==> src/hw/rvIsaPkg.sv <==
// RV32I encoding definitions.
// Major opcode classes, the operations the front end decodes and the
// register name type.

`default_nettype none

package rvIsaPkg;

    // Major opcode field, inst[6:0].
    typedef enum logic [6:0] {
        classNop    = 7'b0000000,
        classLui    = 7'b0110111,
        classAuipc  = 7'b0010111,
        classJal    = 7'b1101111,
        classJalr   = 7'b1100111,
        classBranch = 7'b1100011,
        classLoad   = 7'b0000011,
        classStore  = 7'b0100011,
        classOpImm  = 7'b0010011,
        classOp     = 7'b0110011
    } opClassE;

    // Decoded operations, numbered in this order.
    typedef enum logic [5:0] {
        opNop,
        opLui, opAuipc, opJal, opJalr,
        opBeq, opBne, opBlt, opBge, opBltu, opBgeu,
        opLb, opLh, opLw, opLbu, opLhu,
        opSb, opSh, opSw,
        opAddi, opSlti, opSltiu, opXori, opOri, opAndi,
        opSlli, opSrli, opSrai,
        opAdd, opSub, opSll, opSlt, opSltu,
        opXor, opSrl, opSra, opOr, opAnd,
        opIllegal
    } opCodeE;

    // Register 0 doubles as "no dependency".
    typedef logic [4:0] regNameT;

    // funct7 values that select between the two variants of an operation.
    localparam logic [6:0] Funct7Base = 7'b0000000;
    localparam logic [6:0] Funct7Alt  = 7'b0100000;

endpackage

`default_nettype wire

==> src/hw/frontEndPkg.sv <==
// Records passed between the front-end stages and the issue port
// encoding used by the dispatcher.

`default_nettype none

package frontEndPkg;

    import rvIsaPkg::*;

    // Fetched instruction with its address.
    typedef struct packed {
        logic [31:0] inst;
        logic [31:0] pc;
    } fetchPacketT;

    // Decoded record, one per instruction.
    typedef struct packed {
        opCodeE      opCode;
        opClassE     opClass;
        regNameT     rs1;
        regNameT     rs2;
        regNameT     rd;
        logic [31:0] pc;
        logic [31:0] imm;
    } decodedInstT;

    // Reservation station ports.
    typedef enum logic [1:0] {
        portAlu = 2'd0,
        portMem = 2'd1,
        portBr  = 2'd2
    } issuePortE;

endpackage

`default_nettype wire

==> src/hw/decodeTop.sv <==
// Decode and dispatch front end.
// Instruction queue, decode stage and dispatcher in series.

`timescale 1ns/1ps
`default_nettype none

module decodeTop import frontEndPkg::*; #(
    parameter int QueueDepth = 8,
    parameter int AluSlots   = 4,
    parameter int MemSlots   = 2,
    parameter int BrSlots    = 2
) (
    input  wire              clk,
    input  wire              rstN,
    input  wire              fetchValid,
    input  wire fetchPacketT fetchPacket,
    output logic             fetchCredit,
    output decodedInstT      issueInst,
    output logic             aluValid,
    output logic             memValid,
    output logic             brValid,
    input  wire              aluCredit,
    input  wire              memCredit,
    input  wire              brCredit
);

    logic        headValid;
    fetchPacketT headPacket;
    logic        pop;
    logic        decValid;
    decodedInstT decInst;
    logic        decTake;

    instQueue #(.QueueDepth(QueueDepth)) uQueue (
        .clk, .rstN, .fetchValid, .fetchPacket, .fetchCredit,
        .headValid, .headPacket, .pop
    );

    decoder uDecoder (
        .clk, .rstN, .headValid, .headPacket, .pop,
        .decValid, .decInst, .decTake
    );

    dispatcher #(
        .AluSlots(AluSlots),
        .MemSlots(MemSlots),
        .BrSlots (BrSlots)
    ) uDispatcher (
        .clk, .rstN, .decValid, .decInst, .decTake, .issueInst,
        .aluValid, .memValid, .brValid, .aluCredit, .memCredit, .brCredit
    );

endmodule

`default_nettype wire

==> src/hw/decoder.sv <==
// RV32I decode stage.
// Captures the queue head, resolves the operation and the format's
// immediate, and holds the record until the dispatcher takes it.

`timescale 1ns/1ps
`default_nettype none

module decoder import rvIsaPkg::*, frontEndPkg::*; (
    input  wire              clk,
    input  wire              rstN,
    input  wire              headValid,
    input  wire fetchPacketT headPacket,
    output logic             pop,
    output logic             decValid,
    output decodedInstT      decInst,
    input  wire              decTake
);

    logic [31:0] inst;
    logic [2:0]  funct3;
    logic [6:0]  funct7;
    logic [31:0] immI, immS, immB, immU, immJ;
    opCodeE      op;
    opClassE     cls;
    logic [31:0] imm;
    logic        keepRs1, keepRs2, keepRd;
    decodedInstT nextInst;

    assign inst   = headPacket.inst;
    assign funct3 = inst[14:12];
    assign funct7 = inst[31:25];

    assign immI = {{20{inst[31]}}, inst[31:20]};
    assign immS = {{20{inst[31]}}, inst[31:25], inst[11:7]};
    assign immB = {{20{inst[31]}}, inst[7], inst[30:25], inst[11:8], 1'b0};
    assign immU = {inst[31:12], 12'b0};
    assign immJ = {{12{inst[31]}}, inst[19:12], inst[20], inst[30:21], 1'b0};

    // Capture when the register is empty or is being emptied.
    assign pop = headValid && (!decValid || decTake);

    ////////////////////////////////////////////////////////////////////
    // Operation and format
    ////////////////////////////////////////////////////////////////////

    always_comb begin
        op      = opIllegal;
        cls     = classNop;
        imm     = '0;
        keepRs1 = 1'b0;
        keepRs2 = 1'b0;
        keepRd  = 1'b0;
        case (inst[6:0])
            classLui: begin
                op = opLui; cls = classLui; imm = immU; keepRd = 1'b1;
            end
            classAuipc: begin
                op = opAuipc; cls = classAuipc; imm = immU; keepRd = 1'b1;
            end
            classJal: begin
                op = opJal; cls = classJal; imm = immJ; keepRd = 1'b1;
            end
            classJalr: begin
                cls = classJalr; imm = immI; keepRs1 = 1'b1; keepRd = 1'b1;
                if (funct3 == 3'b000) op = opJalr;
            end
            classBranch: begin
                cls = classBranch; imm = immB; keepRs1 = 1'b1; keepRs2 = 1'b1;
                case (funct3)
                    3'b000:  op = opBeq;
                    3'b001:  op = opBne;
                    3'b100:  op = opBlt;
                    3'b101:  op = opBge;
                    3'b110:  op = opBltu;
                    3'b111:  op = opBgeu;
                    default: op = opIllegal;
                endcase
            end
            classLoad: begin
                cls = classLoad; imm = immI; keepRs1 = 1'b1; keepRd = 1'b1;
                case (funct3)
                    3'b000:  op = opLb;
                    3'b001:  op = opLh;
                    3'b010:  op = opLw;
                    3'b100:  op = opLbu;
                    3'b101:  op = opLhu;
                    default: op = opIllegal;
                endcase
            end
            classStore: begin
                cls = classStore; imm = immS; keepRs1 = 1'b1; keepRs2 = 1'b1;
                case (funct3)
                    3'b000:  op = opSb;
                    3'b001:  op = opSh;
                    3'b010:  op = opSw;
                    default: op = opIllegal;
                endcase
            end
            classOpImm: begin
                cls = classOpImm; imm = immI; keepRs1 = 1'b1; keepRd = 1'b1;
                case (funct3)
                    3'b000: op = opAddi;
                    3'b010: op = opSlti;
                    3'b011: op = opSltiu;
                    3'b100: op = opXori;
                    3'b110: op = opOri;
                    3'b111: op = opAndi;
                    3'b001: op = (funct7 == Funct7Base) ? opSlli : opIllegal;
                    3'b101: begin
                        if (funct7 == Funct7Base) op = opSrli;
                        else if (funct7 == Funct7Alt) op = opSrai;
                    end
                    default: op = opIllegal;
                endcase
            end
            classOp: begin
                cls = classOp; keepRs1 = 1'b1; keepRs2 = 1'b1; keepRd = 1'b1;
                if (funct7 == Funct7Base) begin
                    case (funct3)
                        3'b000: op = opAdd;
                        3'b001: op = opSll;
                        3'b010: op = opSlt;
                        3'b011: op = opSltu;
                        3'b100: op = opXor;
                        3'b101: op = opSrl;
                        3'b110: op = opOr;
                        3'b111: op = opAnd;
                        default: op = opIllegal;
                    endcase
                end else if (funct7 == Funct7Alt && funct3 == 3'b000) begin
                    op = opSub;
                end else if (funct7 == Funct7Alt && funct3 == 3'b101) begin
                    op = opSra;
                end
            end
            // FENCE, SYSTEM and unknown opcodes stay illegal.
            default: op = opIllegal;
        endcase

        // Illegal words carry no operands and go to the ALU port.
        if (op == opIllegal) begin
            cls     = classNop;
            imm     = '0;
            keepRs1 = 1'b0;
            keepRs2 = 1'b0;
            keepRd  = 1'b0;
        end

        nextInst.opCode  = op;
        nextInst.opClass = cls;
        nextInst.rs1     = keepRs1 ? inst[19:15] : '0;
        nextInst.rs2     = keepRs2 ? inst[24:20] : '0;
        nextInst.rd      = keepRd ? inst[11:7] : '0;
        nextInst.pc      = headPacket.pc;
        nextInst.imm     = imm;
    end

    always_ff @(posedge clk) begin
        if (pop) decInst <= nextInst;
    end

    always_ff @(posedge clk or negedge rstN) begin
        if (!rstN) begin
            decValid <= 1'b0;
        end else if (pop) begin
            decValid <= 1'b1;
        end else if (decTake) begin
            decValid <= 1'b0;
        end
    end

endmodule

`default_nettype wire

==> src/hw/dispatcher.sv <==
// In-order dispatcher.
// Routes each decoded record to the ALU, memory or branch station,
// issuing only while that station has a free slot.

`timescale 1ns/1ps
`default_nettype none

module dispatcher import rvIsaPkg::*, frontEndPkg::*; #(
    parameter int AluSlots = 4,
    parameter int MemSlots = 2,
    parameter int BrSlots  = 2
) (
    input  wire              clk,
    input  wire              rstN,
    input  wire              decValid,
    input  wire decodedInstT decInst,
    output logic             decTake,
    output decodedInstT      issueInst,
    output logic             aluValid,
    output logic             memValid,
    output logic             brValid,
    input  wire              aluCredit,
    input  wire              memCredit,
    input  wire              brCredit
);

    localparam int MaxSlots = (AluSlots > MemSlots) ?
        ((AluSlots > BrSlots) ? AluSlots : BrSlots) :
        ((MemSlots > BrSlots) ? MemSlots : BrSlots);
    localparam int CntW = $clog2(MaxSlots + 1);

    // Indexed by issuePortE.
    localparam logic [2:0][CntW-1:0] SlotInit =
        {CntW'(BrSlots), CntW'(MemSlots), CntW'(AluSlots)};

    logic [2:0][CntW-1:0] credits;
    logic [2:0]           creditIn;
    logic [2:0]           issueHit;
    issuePortE            port;

    function automatic issuePortE portOf(opClassE cls);
        case (cls)
            classLoad, classStore:            portOf = portMem;
            classJal, classJalr, classBranch: portOf = portBr;
            default:                          portOf = portAlu;
        endcase
    endfunction

    assign port     = portOf(decInst.opClass);
    assign creditIn = {brCredit, memCredit, aluCredit};
    assign decTake  = decValid && (credits[port] != '0);
    assign issueHit = decTake ? (3'b001 << port) : 3'b000;

    always_ff @(posedge clk) begin
        if (decTake) issueInst <= decInst;
    end

    ////////////////////////////////////////////////////////////////////
    // Credit counters and port valids
    ////////////////////////////////////////////////////////////////////

    always_ff @(posedge clk or negedge rstN) begin
        if (!rstN) begin
            credits                       <= SlotInit;
            {brValid, memValid, aluValid} <= 3'b000;
        end else begin
            {brValid, memValid, aluValid} <= issueHit;
            for (int i = 0; i < 3; i++) begin
                // Return and issue together cancel out.
                if (creditIn[i] && !issueHit[i]) begin
                    credits[i] <= credits[i] + 1'b1;
                end else if (issueHit[i] && !creditIn[i]) begin
                    credits[i] <= credits[i] - 1'b1;
                end
            end
        end
    end

endmodule

`default_nettype wire

==> src/hw/instQueue.sv <==
// Instruction queue between fetch and decode.
// Circular buffer that hands one fetch credit back per consumed entry.

`timescale 1ns/1ps
`default_nettype none

module instQueue import frontEndPkg::*; #(
    parameter int QueueDepth = 8
) (
    input  wire              clk,
    input  wire              rstN,
    input  wire              fetchValid,
    input  wire fetchPacketT fetchPacket,
    output logic             fetchCredit,
    output logic             headValid,
    output fetchPacketT      headPacket,
    input  wire              pop
);

    localparam int PtrW = (QueueDepth > 1) ? $clog2(QueueDepth) : 1;
    localparam int CntW = $clog2(QueueDepth + 1);

    fetchPacketT     mem [QueueDepth];
    logic [PtrW-1:0] wrPtr;
    logic [PtrW-1:0] rdPtr;
    logic [CntW-1:0] count;
    logic            doPop;

    function automatic logic [PtrW-1:0] nextPtr(logic [PtrW-1:0] ptr);
        nextPtr = (ptr == PtrW'(QueueDepth - 1)) ? '0 : ptr + 1'b1;
    endfunction

    assign doPop      = pop && headValid;
    assign headValid  = (count != '0);
    assign headPacket = mem[rdPtr];

    always_ff @(posedge clk) begin
        if (fetchValid) begin
            mem[wrPtr] <= fetchPacket;
        end
    end

    always_ff @(posedge clk or negedge rstN) begin
        if (!rstN) begin
            wrPtr       <= '0;
            rdPtr       <= '0;
            count       <= '0;
            fetchCredit <= 1'b0;
        end else begin
            if (fetchValid) wrPtr <= nextPtr(wrPtr);
            if (doPop) rdPtr <= nextPtr(rdPtr);
            case ({fetchValid, doPop})
                2'b10:   count <= count + 1'b1;
                2'b01:   count <= count - 1'b1;
                default: count <= count;
            endcase
            // One credit per freed entry.
            fetchCredit <= doPop;
        end
    end

endmodule

`default_nettype wire

==> config.mk <==
export PLATFORM = sky130hd
export DESIGN_NAME = decodeTop
export DESIGN_NICKNAME = d
export VERILOG_FILES = /design/src/hw/rvIsaPkg.sv /design/src/hw/frontEndPkg.sv /design/src/hw/decodeTop.sv /design/src/hw/decoder.sv /design/src/hw/dispatcher.sv /design/src/hw/instQueue.sv
export SDC_FILE = /design/constraint.sdc
export NUM_CORES = 1
export LEC_CHECK = 0
export ABC_AREA = 1
export ABC_CLOCK_PERIOD_IN_PS = 5280
export BUFFER_PORTS_ARGS = -buffer_cell sky130_fd_sc_hd__buf_2
export CAP_MARGIN = 40
export CELL_PAD_IN_SITES_DETAIL_PLACEMENT = 0
export CELL_PAD_IN_SITES_GLOBAL_PLACEMENT = 1
export CORE_AREA = 2 2 242 244
export CTS_CLUSTER_SIZE = 28
export DETAILED_ROUTE_END_ITERATION = 10
export DIE_AREA = 0 0 244 246
export GPL_TIMING_DRIVEN = 0
export PLACE_DENSITY_LB_ADDON = 0.1
export SETUP_SLACK_MARGIN = 0.1
export SYNTH_ARGS = -nofsm -noshare
export SYNTH_HDL_FRONTEND = slang
export SYNTH_SLANG_ARGS = --single-unit
==> constraint.sdc <==
create_clock -name clk -period 5.28 [get_ports clk]
set_input_delay 0.528 -clock clk [delete_from_list [all_inputs] [get_ports clk]]
set_output_delay 0.528 -clock clk [all_outputs]
set_load 0.02 [all_outputs]
==> results by stage <==
Global routing:
- The first global-routing pass estimated 104 mm of wire.
- The maximum number of pins on one net before global-route repair is 71.
- Global routing finished with a remaining overflow of 0.
- Across every metal layer, demand over resource in global routing totals between 20% and 30%.
- The initial antenna violation count was 11.
- The via count of the first global-routing pass is 17500.

Synth:
- Of all flip-flops after synthesis, the portion carrying an async set or reset was under 10%.
- The largest area contributor in the netlist is edfxtp_1.
- The commonest cells after synthesis are 694 x edfxtp_1, 366 x nor2_1, 303 x nand2_1, 221 x o21ai_0, 159 x inv_1.
- Yosys mapped a number of flops with a built-in enable equal to between 600 and 700.
- The distinct cell type count after synthesis is 45.
- The net count of the mapped netlist is roughly 2300.
- In this run the mean area of a mapped cell was 12.7 sq um.
- In the post-synthesis netlist, the cell with the most instances is edfxtp_1.
- The yosys synthesis warning count is 0.
- The cell area after technology mapping is 0.0285 sq mm.
- The portion of the post-synthesis area used by sequential elements is between 70% and 80%.
- The share of synthesized area in the top cell type comes to 73.1%.
- The number of synthesized register bits is 718.
- Ranked by total cell area, the synthesized netlist is headed by edfxtp_1 73%, nor2_1 4.8%, nand2_1 4.0%.
- The primary flip-flop cell chosen by synthesis mapping is edfxtp_1.
- The number of instances in the synthesized netlist is 2239.

Cells and area:
- The filler cells instantiated in the layout total 4661.
- Relative to the synthesized area, the layout overhead comes to 17.4%.
- The final net count is 2597.
- In the final layout, the share of cells above drive strength 1 is between 15 and 20%.
- Cells fill 58.4% of the core in the end.
- The final cell area excluding filler cells is 0.0335 sq mm.

Worst setup path:
- STA classifies the critical path startpoint as a flop.
- At the worst endpoint, the required time is between 5 and 6 ns.
- In this run the worst path has a maximum fanout of 10.
- The setup path with the least slack is of type reg -> reg.
- The endpoint arrival time on the critical path is 4.45 ns.
- STA classifies the critical path endpoint as a flop.

Power and ir drop:
- The worst vdd rail ir drop is 0.491 mV.
- The total design power is 0.0214 W.
- In this run the power density over the cells is 639 mW/mm^2.
- The static power due to leakage is ~12 nW.

Outcome:
- The run finished with clean final reports.

Timing:
- Setup violations remaining at the end of the flow were counted as 0.
- The final hold slack is 0.183 ns.
- After layout, the worst path uses 77.8% of the clock period.
- The final critical delay including setup and external delays is 4.11 ns.
- Between clock sinks in the finished design, the worst skew comes to 0.0281 ns.
- The slew at the pin with the worst max-slew slack is 0.919 ns.
- Derived from the worst setup path, the maximum achievable clock frequency is 0.243 GHz.
- The final hold violation count was 0.
- The max-slew violation count is 0.
- The worst pin sits at a relative slew slack of 38.7%.
- The worst-case setup margin in the final layout is 1.17 ns.
- Setup repair after global routing left no endpoint under its margin.

Run:
- The tool flagged a number of max-cap violations equal to 0.

Drt:
- The post-detailed-route DRC marker count is 0.
- For this run, the detailed router's first-pass iteration total came to 5.
- Using the TritonRoute via totals, the vias-per-cell ratio works out to 5.33.
- The number of nets with antenna violations after routing is 0.
- The average wire per cell in the routed design is between 20 and 25 um.
- The first routing iteration left 1447 violations.
- The routed design has 69.4 mm of wire.
- Detailed routing inserted a total of 17700 vias.

Place:
- The post-detailed-placement half-perimeter wirelength is 46.5 mm.
- The placer's final routability congestion estimate is 0.895.
- The instance area after placement is just over 0.03 sq mm.
- The count of port buffers added during placement is ~170.
- Before CTS, the worst setup slack after placement is 1.16 ns.

Clocking:
- The clock slew seen by the registers of the worst setup and hold paths is approximately 0.060 ns.
- Counting the buffers created by CTS gives 74.
- The number of resized instances in the post-cts repair step is 0.
- Counting every sink on the clock net gives 718.
- The maximum level of the CTS H-tree is 3.
- The CTS tree is yes.
- The root buffer cell is clkbuf_16.
- The clock passes through at most 3 buffers.
- The clock latency on the worst-skew pair is 0.61 ns.

Die:
- The y dimension of the die is 246 um.
- The count of pins on the block boundary is 166.
- The number of placement rows is between 80 and 90.
- Once the floorplan was initialized, standard cells occupied 49.7% of the core.
- The horizontal die dimension is approximately 240 um.
- The region available for standard cell placement spans 0.0574 sq mm.
- The die covers 0.0600 sq mm.

Worst hold path:
- The worst hold-check path type is in -> reg.
worst max-delay path, cell delays in order, from the launching register on:
cell	delay [ns]
dfrtp_1	0.45
inv_2	0.22
clkbuf_1	0.61
nand2_1	0.15
nand2_2	0.21
inv_1	0.09
ha_1	0.19
clkbuf_1	0.19
o31ai_1	0.64
nand2_1	0.10
nand2_1	0.10
nand3_1	0.07
nor2_1	0.18
nand2_1	0.09
inv_2	0.07
nand3_4	0.11
inv_4	0.14
buf_6	0.18
nor2_2	0.04
layout by cell type, fill, tap and decap left out, drive strengths merged, types with 2 or more instances in the layout:
| master | n |
|---|---|
| edfxtp | 694 |
| buf | 233 |
| nand3b | 2 |
| o31ai | 2 |
| nor2 | 409 |
| a22oi | 4 |
| o21ai | 225 |
| a21oi | 20 |
| o22ai | 62 |
| nand3 | 118 |
| fa | 4 |
| o211ai | 5 |
| xnor2 | 8 |
| ha | 15 |
| dfrtp | 21 |
| a31oi | 37 |
| nor3 | 4 |
| mux2 | 3 |
| nand4 | 2 |
| dfstp | 3 |
| clkinv | 18 |
| bufinv | 10 |
| clkbuf | 165 |
| inv | 174 |
| nand2 | 315 |
per-stage QoR:
stage / std cells / TNS (ns)
6_report: 3329 / 0
5_1_grt: 3328 / 0
3_5_place_dp: 3196 / 0
3_3_place_gp: 3169 / -831.21
2_1_floorplan: 2239 / 0
4_1_cts: 3328 / 0
power breakdown:
part	internal (W)	switching, W	total [W]
logic	0.00215	0.00568	0.00783
registers	0.00796	0.000333	0.00829
clock network	0.00320	0.00211	0.00531
final timing paths:
| kind | slack (ns) | to | from | cells after the start |
|---|---|---|---|---|
| worst max-delay path | 1.17 | uDecoder.decInst[18]$_SDFFCE_PN0P_ | uQueue.rdPtr[2]$_DFFE_PN0N_ | 18 |
| worst min-delay path | 0.18 | uQueue.mem[1][35]$_DFFE_PP_ | fetchPacket[35] | 1 |
| worst max register to register | 1.17 | uDecoder.decInst[18]$_SDFFCE_PN0P_ | uQueue.rdPtr[2]$_DFFE_PN0N_ | 18 |
| worst min register to register | 0.40 | uDispatcher.issueInst[61]$_DFFE_PP_ | uDecoder.decInst[61]$_DFFE_PP_ | 0 |
| max in group asynchronous | 4.36 | uQueue.rdPtr[0]$_DFFE_PN0N_ | rstN | 2 |
| min in group asynchronous | 0.49 | uQueue.wrPtr[2]$_DFFE_PN0P_ | rstN | 2 |
metal layers:
| metal | track usage (%) | vias up | wire length [um] |
|---|---|---|---|
| li1 | - | 8412 | - |
| met5 | 0 | - | 92 |
| met2 | 39.5 | 555 | 33900 |
| met1 | 30.4 | 8622 | 29300 |
| met4 | 8.00 | 14 | 1870 |
| met3 | 4.11 | 144 | 4200 |
sequential cells by signal, indices dropped and copies added, names as in the netlist:
name,count
uDecoder.decInst,91
uDecoder.decValid,1
uDispatcher.aluValid,1
uDispatcher.brValid,1
uDispatcher.credits,9
uDispatcher.issueInst,91
uDispatcher.memValid,1
uQueue.count,4
uQueue.fetchCredit,1
uQueue.mem,512
uQueue.rdPtr,3
uQueue.wrPtr,3
cells by family (layout without fill, tap and decap cells):
group | after synthesis | in the layout | synth area share [%]
other cells | 0 | 1 | 0
flops | 718 | 718 | 75.2
fa+ha+maj | 19 | 19 | 0.939
xor+xnor | 9 | 9 | 0.276
simple gates | 854 | 854 | 12.6
mux | 3 | 3 | 0.118
buf+inv | 278 | 602 | 4.04
compound gates | 358 | 358 | 6.86
repair_timing:
action                    CTS  global route
buffers inserted            0             0
hold endpoints to repair   21             0
hold buffers                1             0
layout make-up:
cell class / count / area (sq um) / share of cell area [%]
antenna: 1 / 2.50 / 0.00747
buffer: 107 / 507 / 1.51
sequential: 718 / 21400 / 64.0
multi-input combinational: 1243 / 5990 / 17.9
timing repair buffer: 193 / 1470 / 4.40
clock buffer: 99 / 2030 / 6.05
tap: 765 / 957 / 2.86
inverter: 171 / 652 / 1.95
clock inverter: 32 / 452 / 1.35
Power figures use the tool's default switching activity.
